**src/umi2tl_cfg.svh**
```systemverilog
`ifndef UMI2TL_CFG_SVH
`define UMI2TL_CFG_SVH

// UMI address width
`define UMI2TL_AW 64

// Data width, same on the UMI and TileLink sides
`define UMI2TL_DW 64

// TileLink address width
`define UMI2TL_TL_AW 56

// TileLink source id width
`define UMI2TL_SRCW 4

// Cycles the ready outputs stay low after reset
`define UMI2TL_RESET_GATE 2

`endif

```
**src/umi2tl_pkg.sv**
```systemverilog
`default_nettype none

`include "umi2tl_cfg.svh"

package umi2tl_pkg;

    typedef enum logic [4:0] {
        REQ_READ   = 5'd1,
        RESP_READ  = 5'd2,
        REQ_WRITE  = 5'd3,
        RESP_WRITE = 5'd4,
        REQ_ATOMIC = 5'd9
    } umi_opcode_e;

    typedef enum logic [7:0] {
        ADD  = 8'd0,
        AND  = 8'd1,
        OR   = 8'd2,
        XOR  = 8'd3,
        MAX  = 8'd4,
        MIN  = 8'd5,
        MAXU = 8'd6,
        MINU = 8'd7,
        SWAP = 8'd8
    } umi_atype_e;

    typedef enum logic [2:0] {
        PUT_FULL_DATA   = 3'd0,
        ARITHMETIC_DATA = 3'd2,
        LOGICAL_DATA    = 3'd3,
        GET             = 3'd4
    } tl_a_opcode_e;

    typedef enum logic [2:0] {
        ACCESS_ACK      = 3'd0,
        ACCESS_ACK_DATA = 3'd1
    } tl_d_opcode_e;

    // qos, prot, eom, eof, ex, user, err and hostid packed into attr
    typedef struct packed {
        umi_opcode_e opcode;
        logic [2:0]  size;
        logic [7:0]  len;
        umi_atype_e  atype;
        logic [7:0]  attr;
    } umi_cmd_t;

    typedef struct packed {
        umi_cmd_t               cmd;
        logic [`UMI2TL_AW-1:0]  dstaddr;
        logic [`UMI2TL_AW-1:0]  srcaddr;
        logic [`UMI2TL_DW-1:0]  data;
    } umi_req_t;

    typedef struct packed {
        tl_a_opcode_e             opcode;
        logic [2:0]               param;
        logic [2:0]               size;
        logic [`UMI2TL_SRCW-1:0]  source;
        logic [`UMI2TL_TL_AW-1:0] address;
        logic [`UMI2TL_DW/8-1:0]  mask;
        logic [`UMI2TL_DW-1:0]    data;
        logic                     corrupt;
    } tl_a_t;

    typedef struct packed {
        tl_d_opcode_e            opcode;
        logic [1:0]              param;
        logic [2:0]              size;
        logic [`UMI2TL_SRCW-1:0] source;
        logic                    sink;
        logic                    denied;
        logic [`UMI2TL_DW-1:0]   data;
        logic                    corrupt;
    } tl_d_t;

    // Byte shift of the data lane inside the 64-bit word
    typedef struct packed {
        umi_cmd_t              cmd;
        logic [`UMI2TL_AW-1:0] dstaddr;
        logic [`UMI2TL_AW-1:0] srcaddr;
        logic [2:0]            shift;
    } req_ctx_t;

endpackage

`default_nettype wire

```
**src/umi2tl_txn_track.sv**
```systemverilog
`timescale 1ns/1ps
`default_nettype none

`include "umi2tl_cfg.svh"

module umi2tl_txn_track
    import umi2tl_pkg::*;
(
    input  logic       clk,
    input  logic       nreset,
    input  logic       req_valid,
    input  umi_req_t   req,
    input  logic       resp_done,
    input  logic [2:0] req_shift,
    output logic       req_ready,
    output logic       req_accept,
    output logic       gate_open,
    output req_ctx_t   req_ctx
);

    logic [`UMI2TL_RESET_GATE-1:0] gate_sr;
    logic                          in_flight;
    logic                          done_q;

    // Gate opens once ones reach the last stage after reset
    always_ff @(posedge clk or negedge nreset) begin
        if (!nreset) begin
            gate_sr <= '0;
        end else begin
            gate_sr <= {gate_sr[`UMI2TL_RESET_GATE-2:0], 1'b1};
        end
    end

    assign gate_open  = gate_sr[`UMI2TL_RESET_GATE-1];
    assign req_ready  = gate_open & ~in_flight;
    assign req_accept = req_valid & req_ready;

    // Release of in_flight lags the response transfer by one cycle
    always_ff @(posedge clk or negedge nreset) begin
        if (!nreset) begin
            in_flight <= 1'b0;
            done_q    <= 1'b0;
        end else begin
            done_q <= resp_done;
            if (req_accept) begin
                in_flight <= 1'b1;
            end else if (done_q) begin
                in_flight <= 1'b0;
            end
        end
    end

    always_ff @(posedge clk) begin
        if (req_accept) begin
            req_ctx.cmd     <= req.cmd;
            req_ctx.dstaddr <= req.dstaddr;
            req_ctx.srcaddr <= req.srcaddr;
            req_ctx.shift   <= req_shift;
        end
    end

endmodule

`default_nettype wire

```
**src/umi2tl_req_map.sv**
```systemverilog
`timescale 1ns/1ps
`default_nettype none

`include "umi2tl_cfg.svh"

module umi2tl_req_map
    import umi2tl_pkg::*;
(
    input  logic       clk,
    input  logic       nreset,
    input  umi_req_t   req,
    input  logic       req_accept,
    output logic [2:0] req_shift,
    output logic       tl_a_valid,
    output tl_a_t      tl_a,
    input  logic       tl_a_ready
);

    logic [16:0]              req_bytes;
    logic [2:0]               a_size;
    logic [`UMI2TL_DW/8-1:0]  a_mask;
    tl_a_opcode_e             a_opcode;
    logic [2:0]               a_param;

    assign req_bytes = (17'd1 << req.cmd.size) * ({9'd0, req.cmd.len} + 17'd1);

    always_comb begin
        case (req_bytes)
            17'd8: begin
                a_size    = 3'd3;
                a_mask    = 8'hff;
                req_shift = 3'd0;
            end
            17'd4: begin
                a_size    = 3'd2;
                a_mask    = 8'h0f;
                req_shift = {req.dstaddr[2], 2'b00};
            end
            17'd2: begin
                a_size    = 3'd1;
                a_mask    = 8'h03;
                req_shift = {req.dstaddr[2:1], 1'b0};
            end
            17'd1: begin
                a_size    = 3'd0;
                a_mask    = 8'h01;
                req_shift = req.dstaddr[2:0];
            end
            default: begin
                a_size    = 3'd0;
                a_mask    = 8'h00;
                req_shift = 3'd0;
            end
        endcase
    end

    // Atomic params follow the TileLink arithmetic and logical encodings
    always_comb begin
        a_opcode = GET;
        a_param  = 3'd0;
        case (req.cmd.opcode)
            REQ_WRITE: a_opcode = PUT_FULL_DATA;
            REQ_ATOMIC: begin
                case (req.cmd.atype)
                    ADD, MAX, MIN, MAXU, MINU: a_opcode = ARITHMETIC_DATA;
                    AND, OR, XOR, SWAP:        a_opcode = LOGICAL_DATA;
                    default:                   a_opcode = GET;
                endcase
                case (req.cmd.atype)
                    ADD:     a_param = 3'd4;
                    MAX:     a_param = 3'd1;
                    MIN:     a_param = 3'd0;
                    MAXU:    a_param = 3'd3;
                    MINU:    a_param = 3'd2;
                    XOR:     a_param = 3'd0;
                    OR:      a_param = 3'd1;
                    AND:     a_param = 3'd2;
                    SWAP:    a_param = 3'd3;
                    default: a_param = 3'd0;
                endcase
            end
            default: a_opcode = GET;
        endcase
    end

    always_ff @(posedge clk or negedge nreset) begin
        if (!nreset) begin
            tl_a_valid <= 1'b0;
        end else if (req_accept) begin
            tl_a_valid <= 1'b1;
        end else if (tl_a_valid && tl_a_ready) begin
            tl_a_valid <= 1'b0;
        end
    end

    always_ff @(posedge clk) begin
        if (req_accept) begin
            tl_a.opcode  <= a_opcode;
            tl_a.param   <= a_param;
            tl_a.size    <= a_size;
            tl_a.source  <= '0;
            tl_a.address <= {req.dstaddr[`UMI2TL_TL_AW-1:3], 3'b000};
            tl_a.mask    <= a_mask << req_shift;
            tl_a.data    <= req.data << {req_shift, 3'b000};
            tl_a.corrupt <= 1'b0;
        end
    end

endmodule

`default_nettype wire

```
**src/umi2tl_resp_map.sv**
```systemverilog
`timescale 1ns/1ps
`default_nettype none

module umi2tl_resp_map
    import umi2tl_pkg::*;
(
    input  logic     clk,
    input  logic     nreset,
    input  logic     gate_open,
    input  req_ctx_t req_ctx,
    input  logic     tl_d_valid,
    input  tl_d_t    tl_d,
    output logic     tl_d_ready,
    output logic     resp_valid,
    output umi_req_t resp,
    input  logic     resp_ready,
    output logic     resp_done
);

    logic        d_xfer;
    umi_cmd_t    resp_cmd;
    umi_opcode_e resp_opcode;

    // Hold off D while the response slot is still occupied
    assign tl_d_ready = gate_open & (~resp_valid | resp_ready);
    assign d_xfer     = tl_d_valid & tl_d_ready;
    assign resp_done  = resp_valid & resp_ready;

    always_comb begin
        if (tl_d.opcode == ACCESS_ACK_DATA) begin
            resp_opcode = RESP_READ;
        end else begin
            resp_opcode = RESP_WRITE;
        end
    end

    // Request command reused, only the opcode changes
    always_comb begin
        resp_cmd        = req_ctx.cmd;
        resp_cmd.opcode = resp_opcode;
    end

    always_ff @(posedge clk or negedge nreset) begin
        if (!nreset) begin
            resp_valid <= 1'b0;
        end else if (d_xfer) begin
            resp_valid <= 1'b1;
        end else if (resp_done) begin
            resp_valid <= 1'b0;
        end
    end

    always_ff @(posedge clk) begin
        if (d_xfer) begin
            resp.cmd     <= resp_cmd;
            resp.dstaddr <= req_ctx.srcaddr;
            resp.srcaddr <= req_ctx.dstaddr;
            resp.data    <= tl_d.data >> {req_ctx.shift, 3'b000};
        end
    end

endmodule

`default_nettype wire

```
**src/umi2tl.sv**
```systemverilog
`timescale 1ns/1ps
`default_nettype none

module umi2tl
    import umi2tl_pkg::*;
(
    input  logic     clk,
    input  logic     nreset,

    // UMI device side
    input  logic     req_valid,
    input  umi_req_t req,
    output logic     req_ready,
    output logic     resp_valid,
    output umi_req_t resp,
    input  logic     resp_ready,

    // TileLink side
    output logic     tl_a_valid,
    output tl_a_t    tl_a,
    input  logic     tl_a_ready,
    input  logic     tl_d_valid,
    input  tl_d_t    tl_d,
    output logic     tl_d_ready
);

    logic       req_accept;
    logic [2:0] req_shift;
    logic       gate_open;
    logic       resp_done;
    req_ctx_t   req_ctx;

    umi2tl_txn_track txn_track_inst (
        .clk        (clk),
        .nreset     (nreset),
        .req_valid  (req_valid),
        .req        (req),
        .resp_done  (resp_done),
        .req_shift  (req_shift),
        .req_ready  (req_ready),
        .req_accept (req_accept),
        .gate_open  (gate_open),
        .req_ctx    (req_ctx)
    );

    umi2tl_req_map req_map_inst (
        .clk        (clk),
        .nreset     (nreset),
        .req        (req),
        .req_accept (req_accept),
        .req_shift  (req_shift),
        .tl_a_valid (tl_a_valid),
        .tl_a       (tl_a),
        .tl_a_ready (tl_a_ready)
    );

    umi2tl_resp_map resp_map_inst (
        .clk        (clk),
        .nreset     (nreset),
        .gate_open  (gate_open),
        .req_ctx    (req_ctx),
        .tl_d_valid (tl_d_valid),
        .tl_d       (tl_d),
        .tl_d_ready (tl_d_ready),
        .resp_valid (resp_valid),
        .resp       (resp),
        .resp_ready (resp_ready),
        .resp_done  (resp_done)
    );

endmodule

`default_nettype wire

```
**config.mk**
```make
export PLATFORM = sky130hd
export DESIGN_NAME = umi2tl
export DESIGN_NICKNAME = d
export VERILOG_FILES = /design/src/umi2tl_pkg.sv /design/src/umi2tl_txn_track.sv /design/src/umi2tl_req_map.sv /design/src/umi2tl_resp_map.sv /design/src/umi2tl.sv
export VERILOG_INCLUDE_DIRS = /design/src
export SDC_FILE = /design/constraint.sdc
export NUM_CORES = 1
export LEC_CHECK = 0
export ABC_AREA = 1
export BUFFER_PORTS_ARGS = -buffer_cell sky130_fd_sc_hd__buf_2
export CAP_MARGIN = 25
export CORE_AREA = 2 2 260 262
export DETAILED_ROUTE_END_ITERATION = 12
export DIE_AREA = 0 0 262 264
export SETUP_SLACK_MARGIN = 0.2
export SYNTH_ARGS = -nofsm -noshare
export SYNTH_HDL_FRONTEND = slang
export SYNTH_SLANG_ARGS = --single-unit
```
**constraint.sdc**
```tcl
create_clock -name clk -period 17.4 [get_ports clk]
set_clock_uncertainty 0.2 [all_clocks]
set_input_delay 1.74 -clock clk [delete_from_list [all_inputs] [get_ports clk]]
set_output_delay 1.74 -clock clk [all_outputs]
set_load 0.02 [all_outputs]
```
==> flow_summary_export.csv, run 1 <==
group,metric,value,unit
layout,area_growth,25.3,%
critical_path,critPathArrivalTime,9.20,ns
place,gp_congestion,0.901,
critical_path,rr_startpoint,"resp_map_inst.resp_valid",
layout,final-seq-area,0.0139,mm2
place,hpwl,52200,um
clock_network,holdBufCountCts,0,
synth,netlist_instances,1958,
synth,ys_ff_latch,465,
critical_path,crit_end,"req_map_inst.tl_a[63]",
critical_path,crit_fanout,75,
global_route,antenna_found_initial,30,
global_route,grt_start_max_net_pins,86,
global_route,grt_usage,19.1,%
global_route,grt_pass1_vias,15892,
timing,fin_crit,9.08,ns
floorplanning,start_util,32.7,%
floorplanning,dieArea,0.0692,mm2
route,drt_first_pass_iters,5,
critical_path,crit_path_frequent_cell,"nand2_1",
clock_network,numCtsBuffers,50,
timing,min_period_over_period,52.2,%
synth,synth_top_area_cell,"edfxtp_1",
critical_path,critPathMaxStageDelay,0.74,ns
route,drt_iter0_drc,1664,
status,status,"finished clean",
floorplanning,io_pins,679,
floorplanning,core,0.0666,mm2
layout,layout-drive-gt1-share,30.5,%
synth,synth_edf_count,459,
timing,fmax,110,MHz
run,max_cap_violations,0,
clock_network,cts_tree,"yes",
route,drt-total-wl,68900,um
timing,slew_headroom,30.4,%
worst_hold_path,min_path_type,"reg2reg",
global_route,overflow,0,
timing,worst_slew_pin_slew,1.04,ns
synth,synth.top_cells.by_area,"edfxtp_1 (63%), nand2_1 (8.9%), fa_1 (4.0%)",
floorplanning,die_h,264,um
clock_network,cts.sink_count,465,
synth,synth.most_common_cell,"nand2_1",
layout,multi_input_area,0.00626,mm2
critical_path,critPathRequiredTime,17.52,ns
route,via_per_inst,4.79,
clock_network,root_buffer,"clkbuf_16",
route,vias,16623,
floorplanning,rows,95,
clock_network,path_clk_slew,0.06,ns
synth,seq_area_frac_synth,64.0,%
synth,synth_top_area_share,63.3,%
clock_network,htreeDepth,2,
synth,synth_ff_type,"edfxtp_1",
route,routedWlPerCell,19.9,um
place,portBuffers,654,
synth,synthArstFlopShare,1.29,%
critical_path,r2r_setup_slack,12.89,ns
clock_network,clockBufferDepth,3,
critical_path,startpoint,"req[208]",
timing,rsz0062_at_grt,"no",
synth,netlist_area,0.0218,mm2
route,drc,0,
critical_path,reg2reg_to,"resp_map_inst.resp[165]",
power,peakVddDrop,63.2,uV
clock_network,post-cts-setup-buffers,0,
layout,fillers,6416,
floorplanning,die_w,262,um
critical_path,crit_path_end_kind,"flop",
clock_network,cts_resized,0,
route,final_antenna_net_count,0,
synth,synth_common_cells,"nand2_1 (517), edfxtp_1 (459), inv_1 (186)",
synth,synth.avg_cell_area,11.1,um2
clock_network,clock_latency,0.58,ns
critical_path,cp-start-kind,"input port",
synth,synth.distinct_cells,45,
timing,hold_violations,0,
timing,setup_viol,0,
critical_path,crit_type,"in2reg",
global_route,grt_first_pass_wirelength,99100,um
synth,synth_warnings,0,
layout,nets,2935,
timing,finalMaxSlewViolations,0,
power,p_leak,0.0120,uW
critical_path,crit_slowest_cell,"nor2_4",
power,power-per-cell-area,103,mW/mm2
layout,utilization,41.0,%
timing,tns,0,ns
critical_path,r2r_cells,6,
-- worst max-delay path: cells and delay by family --
kind / cells / cell delay (ns)
AND/OR/NAND/NOR: 16 / 2.75
adder cells (fa/ha/maj): 5 / 2.55
buffers and inverters: 6 / 1.67
AO/OA/AOI/OAI: 2 / 0.38
-- routing by layer --
layer  wire (um)  up-vias  part of all wire, %  GRT usage [%]
met3        5700      124                  8.3           4.65
met4        2230        8                  3.2           6.81
met2       35600      708                   52           34.3
met5          49        -                0.071              0
li1            -     7777                    -              -
met1       25400     8006                   37           21.9
-- cell type report --
cell class	instances	area share, %
Antenna cell	10	0.0917
Clock buffer	56	4.74
Clock inverter	36	1.74
Inverter	193	2.68
Multi-Input combinational cell	1160	22.9
Sequential cell	465	51.1
Tap cell	873	4.00
Timing Repair Buffer	675	12.7
-- power by group --
part           switching, uW  total [uW]  internal (uW)
Combinational            245         349            104
Sequential              17.4        1330           1310
Clock                    454        1130            677
Total                    716        2800           2090
-- state kept, by name, summed over array words and instances, names as in the netlist --
name / count
txn_track_inst.gate_sr: 2
txn_track_inst.req_ctx: 158
resp_map_inst.resp: 221
req_map_inst.tl_a: 80
req_map_inst.tl_a_valid: 1
txn_track_inst.done_q: 1
resp_map_inst.resp_valid: 1
txn_track_inst.in_flight: 1
-- worst min path at each step --
| stage | start | end | slack (ns) | cells past startpoint |
|---|---|---|---|---|
| after global routing | txn_track_inst.gate_sr[0] | txn_track_inst.gate_sr[1] | 0.17 | 0 |
| after floorplan | txn_track_inst.gate_sr[0] | txn_track_inst.gate_sr[1] | 0.13 | 0 |
| final | txn_track_inst.gate_sr[0] | txn_track_inst.gate_sr[1] | 0.16 | 0 |
| after CTS | txn_track_inst.gate_sr[0] | txn_track_inst.gate_sr[1] | 0.16 | 0 |
| after global placement | txn_track_inst.gate_sr[0] | txn_track_inst.gate_sr[1] | 0.14 | 0 |
| after detailed placement | txn_track_inst.gate_sr[0] | txn_track_inst.gate_sr[1] | 0.14 | 0 |
-- cells by family (layout without fill, tap and decap cells) --
logic type | after synthesis | after routing | synth area share (%)
adder cells (fa/ha/maj) | 81 | 81 | 6.14
buffers and inverters | 344 | 960 | 7.55
AO/OA/AOI/OAI | 91 | 91 | 2.29
XOR/XNOR | 3 | 3 | 0.121
flip-flops | 465 | 465 | 64.0
other | 2 | 23 | 0.0345
multiplexers | 19 | 19 | 0.874
AND/OR/NAND/NOR | 953 | 953 | 19.0
-- cells in the final DEF, fill, tap and decap left out, types with 4 or more instances in the layout --
cell       instances
diode_2           10
inv_2              5
fa_1              43
nor3_1            29
a21oi_1           17
nand3_1          171
nor2_1           136
buf_4             17
o21ai_0           61
clkbuf_1           4
clkinv_2          12
clkinv_1           6
dfrtp_1            6
buf_2            654
clkbuf_16         50
mux2i_1           19
inv_1            185
ha_1              38
nand4_1           74
nand2_2            4
bufinv_16          9
nand2_1          517
conb_1            13
edfxtp_1         459
-- metrics by stage --
stage | cell area (um2) | worst slack [ns] | total power (uW) | instances | hold WS [ns]
after global routing | 27300 | 7.72 | 2910 | 3468 | 0.172
after global placement | 25400 | 7.55 | 1690 | 3362 | 0.136
after floorplan | 21800 | 6.19 | 1590 | 1969 | 0.131
final | 27300 | 8.32 | 2800 | 3468 | 0.159
after CTS | 27200 | 8.02 | 2830 | 3454 | 0.161
after detailed placement | 25400 | 7.42 | 1700 | 3362 | 0.143
(Power assumes the default switching activity.)
==> inputs of run 2 (changes only) <==
--- a/config.mk
+++ b/config.mk
@@ -6,12 +6,12 @@
 export SDC_FILE = /design/constraint.sdc
 export NUM_CORES = 1
 export LEC_CHECK = 0
-export ABC_AREA = 1
+export ABC_AREA = 0
 export BUFFER_PORTS_ARGS = -buffer_cell sky130_fd_sc_hd__buf_2
 export CAP_MARGIN = 25
-export CORE_AREA = 2 2 260 262
+export CORE_AREA = 2 2 268 270
 export DETAILED_ROUTE_END_ITERATION = 12
-export DIE_AREA = 0 0 262 264
+export DIE_AREA = 0 0 270 272
 export SETUP_SLACK_MARGIN = 0.2
 export SYNTH_ARGS = -nofsm -noshare
 export SYNTH_HDL_FRONTEND = slang
==> constraint.sdc (replaced) <==
create_clock -name clk -period 8.2 [get_ports clk]
set_clock_uncertainty 0.2 [all_clocks]
set_input_delay 0.82 -clock clk [delete_from_list [all_inputs] [get_ports clk]]
set_output_delay 0.82 -clock clk [all_outputs]
set_load 0.02 [all_outputs]
==> run 2 against run 1 <==
Compared with the run above: worst setup slack got worse by 7.3 ns; critical endpoint is now req_map_inst.tl_a[46]; largest cell class unchanged; die area up 6.2%; highest routed layer unchanged; via count shrank 11%; global-route usage is 1.3 points lower.
==> flow_summary_export.csv, run 2 <==
group,metric,value,unit
power,p_switching,1530,uW
synth,synth.distinct_cells,67,
synth,ys_ff_latch,465,
global_route,grt_pass1_vias,14887,
route,drt_first_pass_iters,5,
worst_hold_path,worstHoldEndpoint,"txn_track_inst.gate_sr[1]",
global_route,antenna_found_initial,33,
global_route,grt_usage,17.8,%
floorplanning,dieArea,0.0734,mm2
synth,synth_ff_type,"edfxtp_1",
clock_network,numCtsBuffers,52,
floorplanning,rows,98,
place,dp_slack,0.479,ns
timing,setup_slack,1.06,ns
synth,synth_common_cells,"edfxtp_1 (459), nand2_1 (122), mux2i_1 (111)",
power,peakVddDrop,154,uV
timing,finalMaxSlewViolations,0,
synth,seq_area_frac_synth,65.7,%
critical_path,r2r_cells,6,
route,routedWlPerCell,21.7,um
layout,final_common_cell,"buf_2",
floorplanning,start_util,30.0,%
clock_network,post-cts-setup-buffers,0,
critical_path,crit_chain,"buf_2 -> ha_1 -> nand3_1 -> nor2_1 -> xor2_1 -> nand2_1 -> fa_1 -> fa_1 -> fa_1 -> fa_1 -> inv_1 -> ha_1 -> o21a_1 -> o211ai_1 -> o21bai_1 -> xnor2_1 -> o211a_1 -> and3_1 -> buf_4 -> mux2_2 -> nand2b_1 -> a31o_2",
power,p_seq_share,47.5,%
critical_path,crit_path_end_kind,"flop",
layout,area_growth,27.2,%
floorplanning,io_pins,679,
critical_path,rr_startpoint,"txn_track_inst.req_ctx[0]",
route,drc,0,
power,p_comb_share,12.7,%
floorplanning,die_h,272,um
synth,synth_top_area_share,65.0,%
timing,worst_slew_pin_slew,1.03,ns
global_route,grt_use_met3,4.13,%
layout,largest-register,"resp_map_inst.resp",
layout,fillers,6859,
timing,fin_crit,7.14,ns
synth,synth_warnings,0,
clock_network,clockBufferDepth,3,
worst_hold_path,min_path_type,"reg2reg",
synth,synth.avg_cell_area,14.1,um2
route,via_per_inst,4.72,
synth,netlist_instances,1505,
synth,synthArstFlopShare,1.29,%
critical_path,critPathRequiredTime,8.35,ns
layout,layout-drive-gt1-share,37.9,%
clock_network,cts.sink_count,465,
route,vias,14717,
critical_path,crit_type,"in2reg",
global_route,grt_start_max_net_pins,156,
critical_path,crit_path_frequent_cell,"fa_1",
power,power-per-cell-area,222,mW/mm2
clock_network,clock_latency,0.59,ns
power,p_int,4450,uW
clock_network,path_clk_slew,0.05,ns
place,gp_congestion,0.901,
route,drt_iter0_drc,1225,
route,final_antenna_net_count,0,
layout,utilization,38.1,%
timing,slew_headroom,31.5,%
timing,tns,0,ns
route,drt-total-wl,67800,um
critical_path,critPathMaxStageDelay,0.55,ns
layout,reg_top3,"resp_map_inst.resp: 221 flops, txn_track_inst.req_ctx: 158 flops, req_map_inst.tl_a: 80 flops",
run,max_cap_violations,0,
global_route,grt_util_met1,20.9,%
layout,largest_reg_flops,221,
critical_path,cp-start-kind,"input port",
place,portBuffers,654,
synth,synth.most_common_cell,"edfxtp_1",
critical_path,critPathArrivalTime,7.29,ns
place,hpwl,51400,um
timing,min_period_over_period,87.1,%
critical_path,crit_fanout,14,
clock_network,cts_tree,"yes",
worst_hold_path,hp-start,"txn_track_inst.gate_sr[0]",
layout,nets,2509,
timing,fmax,140,MHz
floorplanning,core,0.0708,mm2
status,status,"finished clean",
critical_path,cp_top_family,"adder cells",
clock_network,root_buffer,"clkbuf_16",
power,pwr-share-clk,39.7,%
critical_path,reg2reg_to,"resp_map_inst.resp[46]",
floorplanning,die_w,270,um
global_route,grt_first_pass_wirelength,98300,um
clock_network,htreeDepth,2,
timing,hold_violations,0,
critical_path,crit_slowest_cell,"fa_1",
worst_hold_path,hold_path_depth,0,
synth,synth.top_cells.by_area,"edfxtp_1 (65%), mux2i_1 (5.2%), fa_1 (4.1%)",
global_route,grt.busiest_layer,"met2",
synth,synth_edf_count,459,
synth,netlist_area,0.0212,mm2
timing,setup_viol,0,
layout,layout_common_cells,"buf_2 (654), edfxtp_1 (459), nand2_1 (122)",
critical_path,cp_num_buf_inv,3,
synth,synth_top_area_cell,"edfxtp_1",
critical_path,r2r_setup_slack,5.16,ns
power,netSwitchingFraction,25.6,%
global_route,grtUsageMet2,32.3,%
timing,rsz0062_at_grt,"no",
global_route,overflow,0,
power,p_leak,0.0109,uW
[run 2: kinds of logic after synthesis]
family	share of synthesized area, %
xor gates and xnor gates	0.950
DFF	65.7
and+or+nand+nor	8.18
muxes	7.61
other	0.0354
AOI/OAI and AO/OA	6.32
adders and majority gates	6.30
buffers and inverters	4.90
[run 2: repair_timing]
item | CTS | global route
hold buffers | 1 | 0
endpoints found under the hold margin | 6 | 0
gates resized for setup | 0 | 0
[run 2: routing by layer]
| layer | wire length (um) | up-vias |
|---|---|---|
| met2 | 35100 | 584 |
| li1 | - | 6673 |
| met5 | 96 | - |
| met4 | 1790 | 16 |
| met3 | 4390 | 147 |
| met1 | 26400 | 7297 |
[run 2: worst max-delay path by stage]
stage / cells after the start / slack [ns] / start / end
after floorplan: 23 / 1.24 / req[208] / req_map_inst.tl_a[46]
after global placement: 21 / 0.58 / req[208] / req_map_inst.tl_a[36]
after detailed placement: 22 / 0.48 / req[208] / req_map_inst.tl_a[46]
after CTS: 22 / 1.12 / req[208] / req_map_inst.tl_a[46]
after global routing: 22 / 0.73 / req[208] / req_map_inst.tl_a[46]
final: 22 / 1.06 / req[208] / req_map_inst.tl_a[46]
[run 2: layout make-up]
class | count | area [um2] | share of cell area, %
multi-input combinational | 850 | 6280 | 23.3
sequential | 465 | 13900 | 51.7
clock inverter | 36 | 384 | 1.42
antenna | 6 | 15.0 | 0.0557
timing repair buffer | 680 | 3540 | 13.1
inverter | 70 | 278 | 1.03
tap | 950 | 1190 | 4.41
clock buffer | 61 | 1360 | 5.02
[run 2: metrics by stage]
step | hold WS [ns] | power (uW) | instance area [um2] | cells
5_1_grt | 0.156 | 6210 | 27000 | 3118
3_3_place_gp | 0.135 | 3640 | 25200 | 3013
4_1_cts | 0.143 | 6060 | 27000 | 3112
3_5_place_dp | 0.143 | 3660 | 25200 | 3014
6_report | 0.154 | 5980 | 27000 | 3118
2_1_floorplan | 0.131 | 3380 | 21200 | 1516
[run 2: power by group through the flow]
stage                     combinational, uW  clock [uW]  sequential [uW]
after global routing                    830        2530             2850
after floorplan                         367           0             3010
after global placement                  756           0             2890
final                                   762        2380             2840
after CTS                               770        2440             2840
after detailed placement                767           0             2890
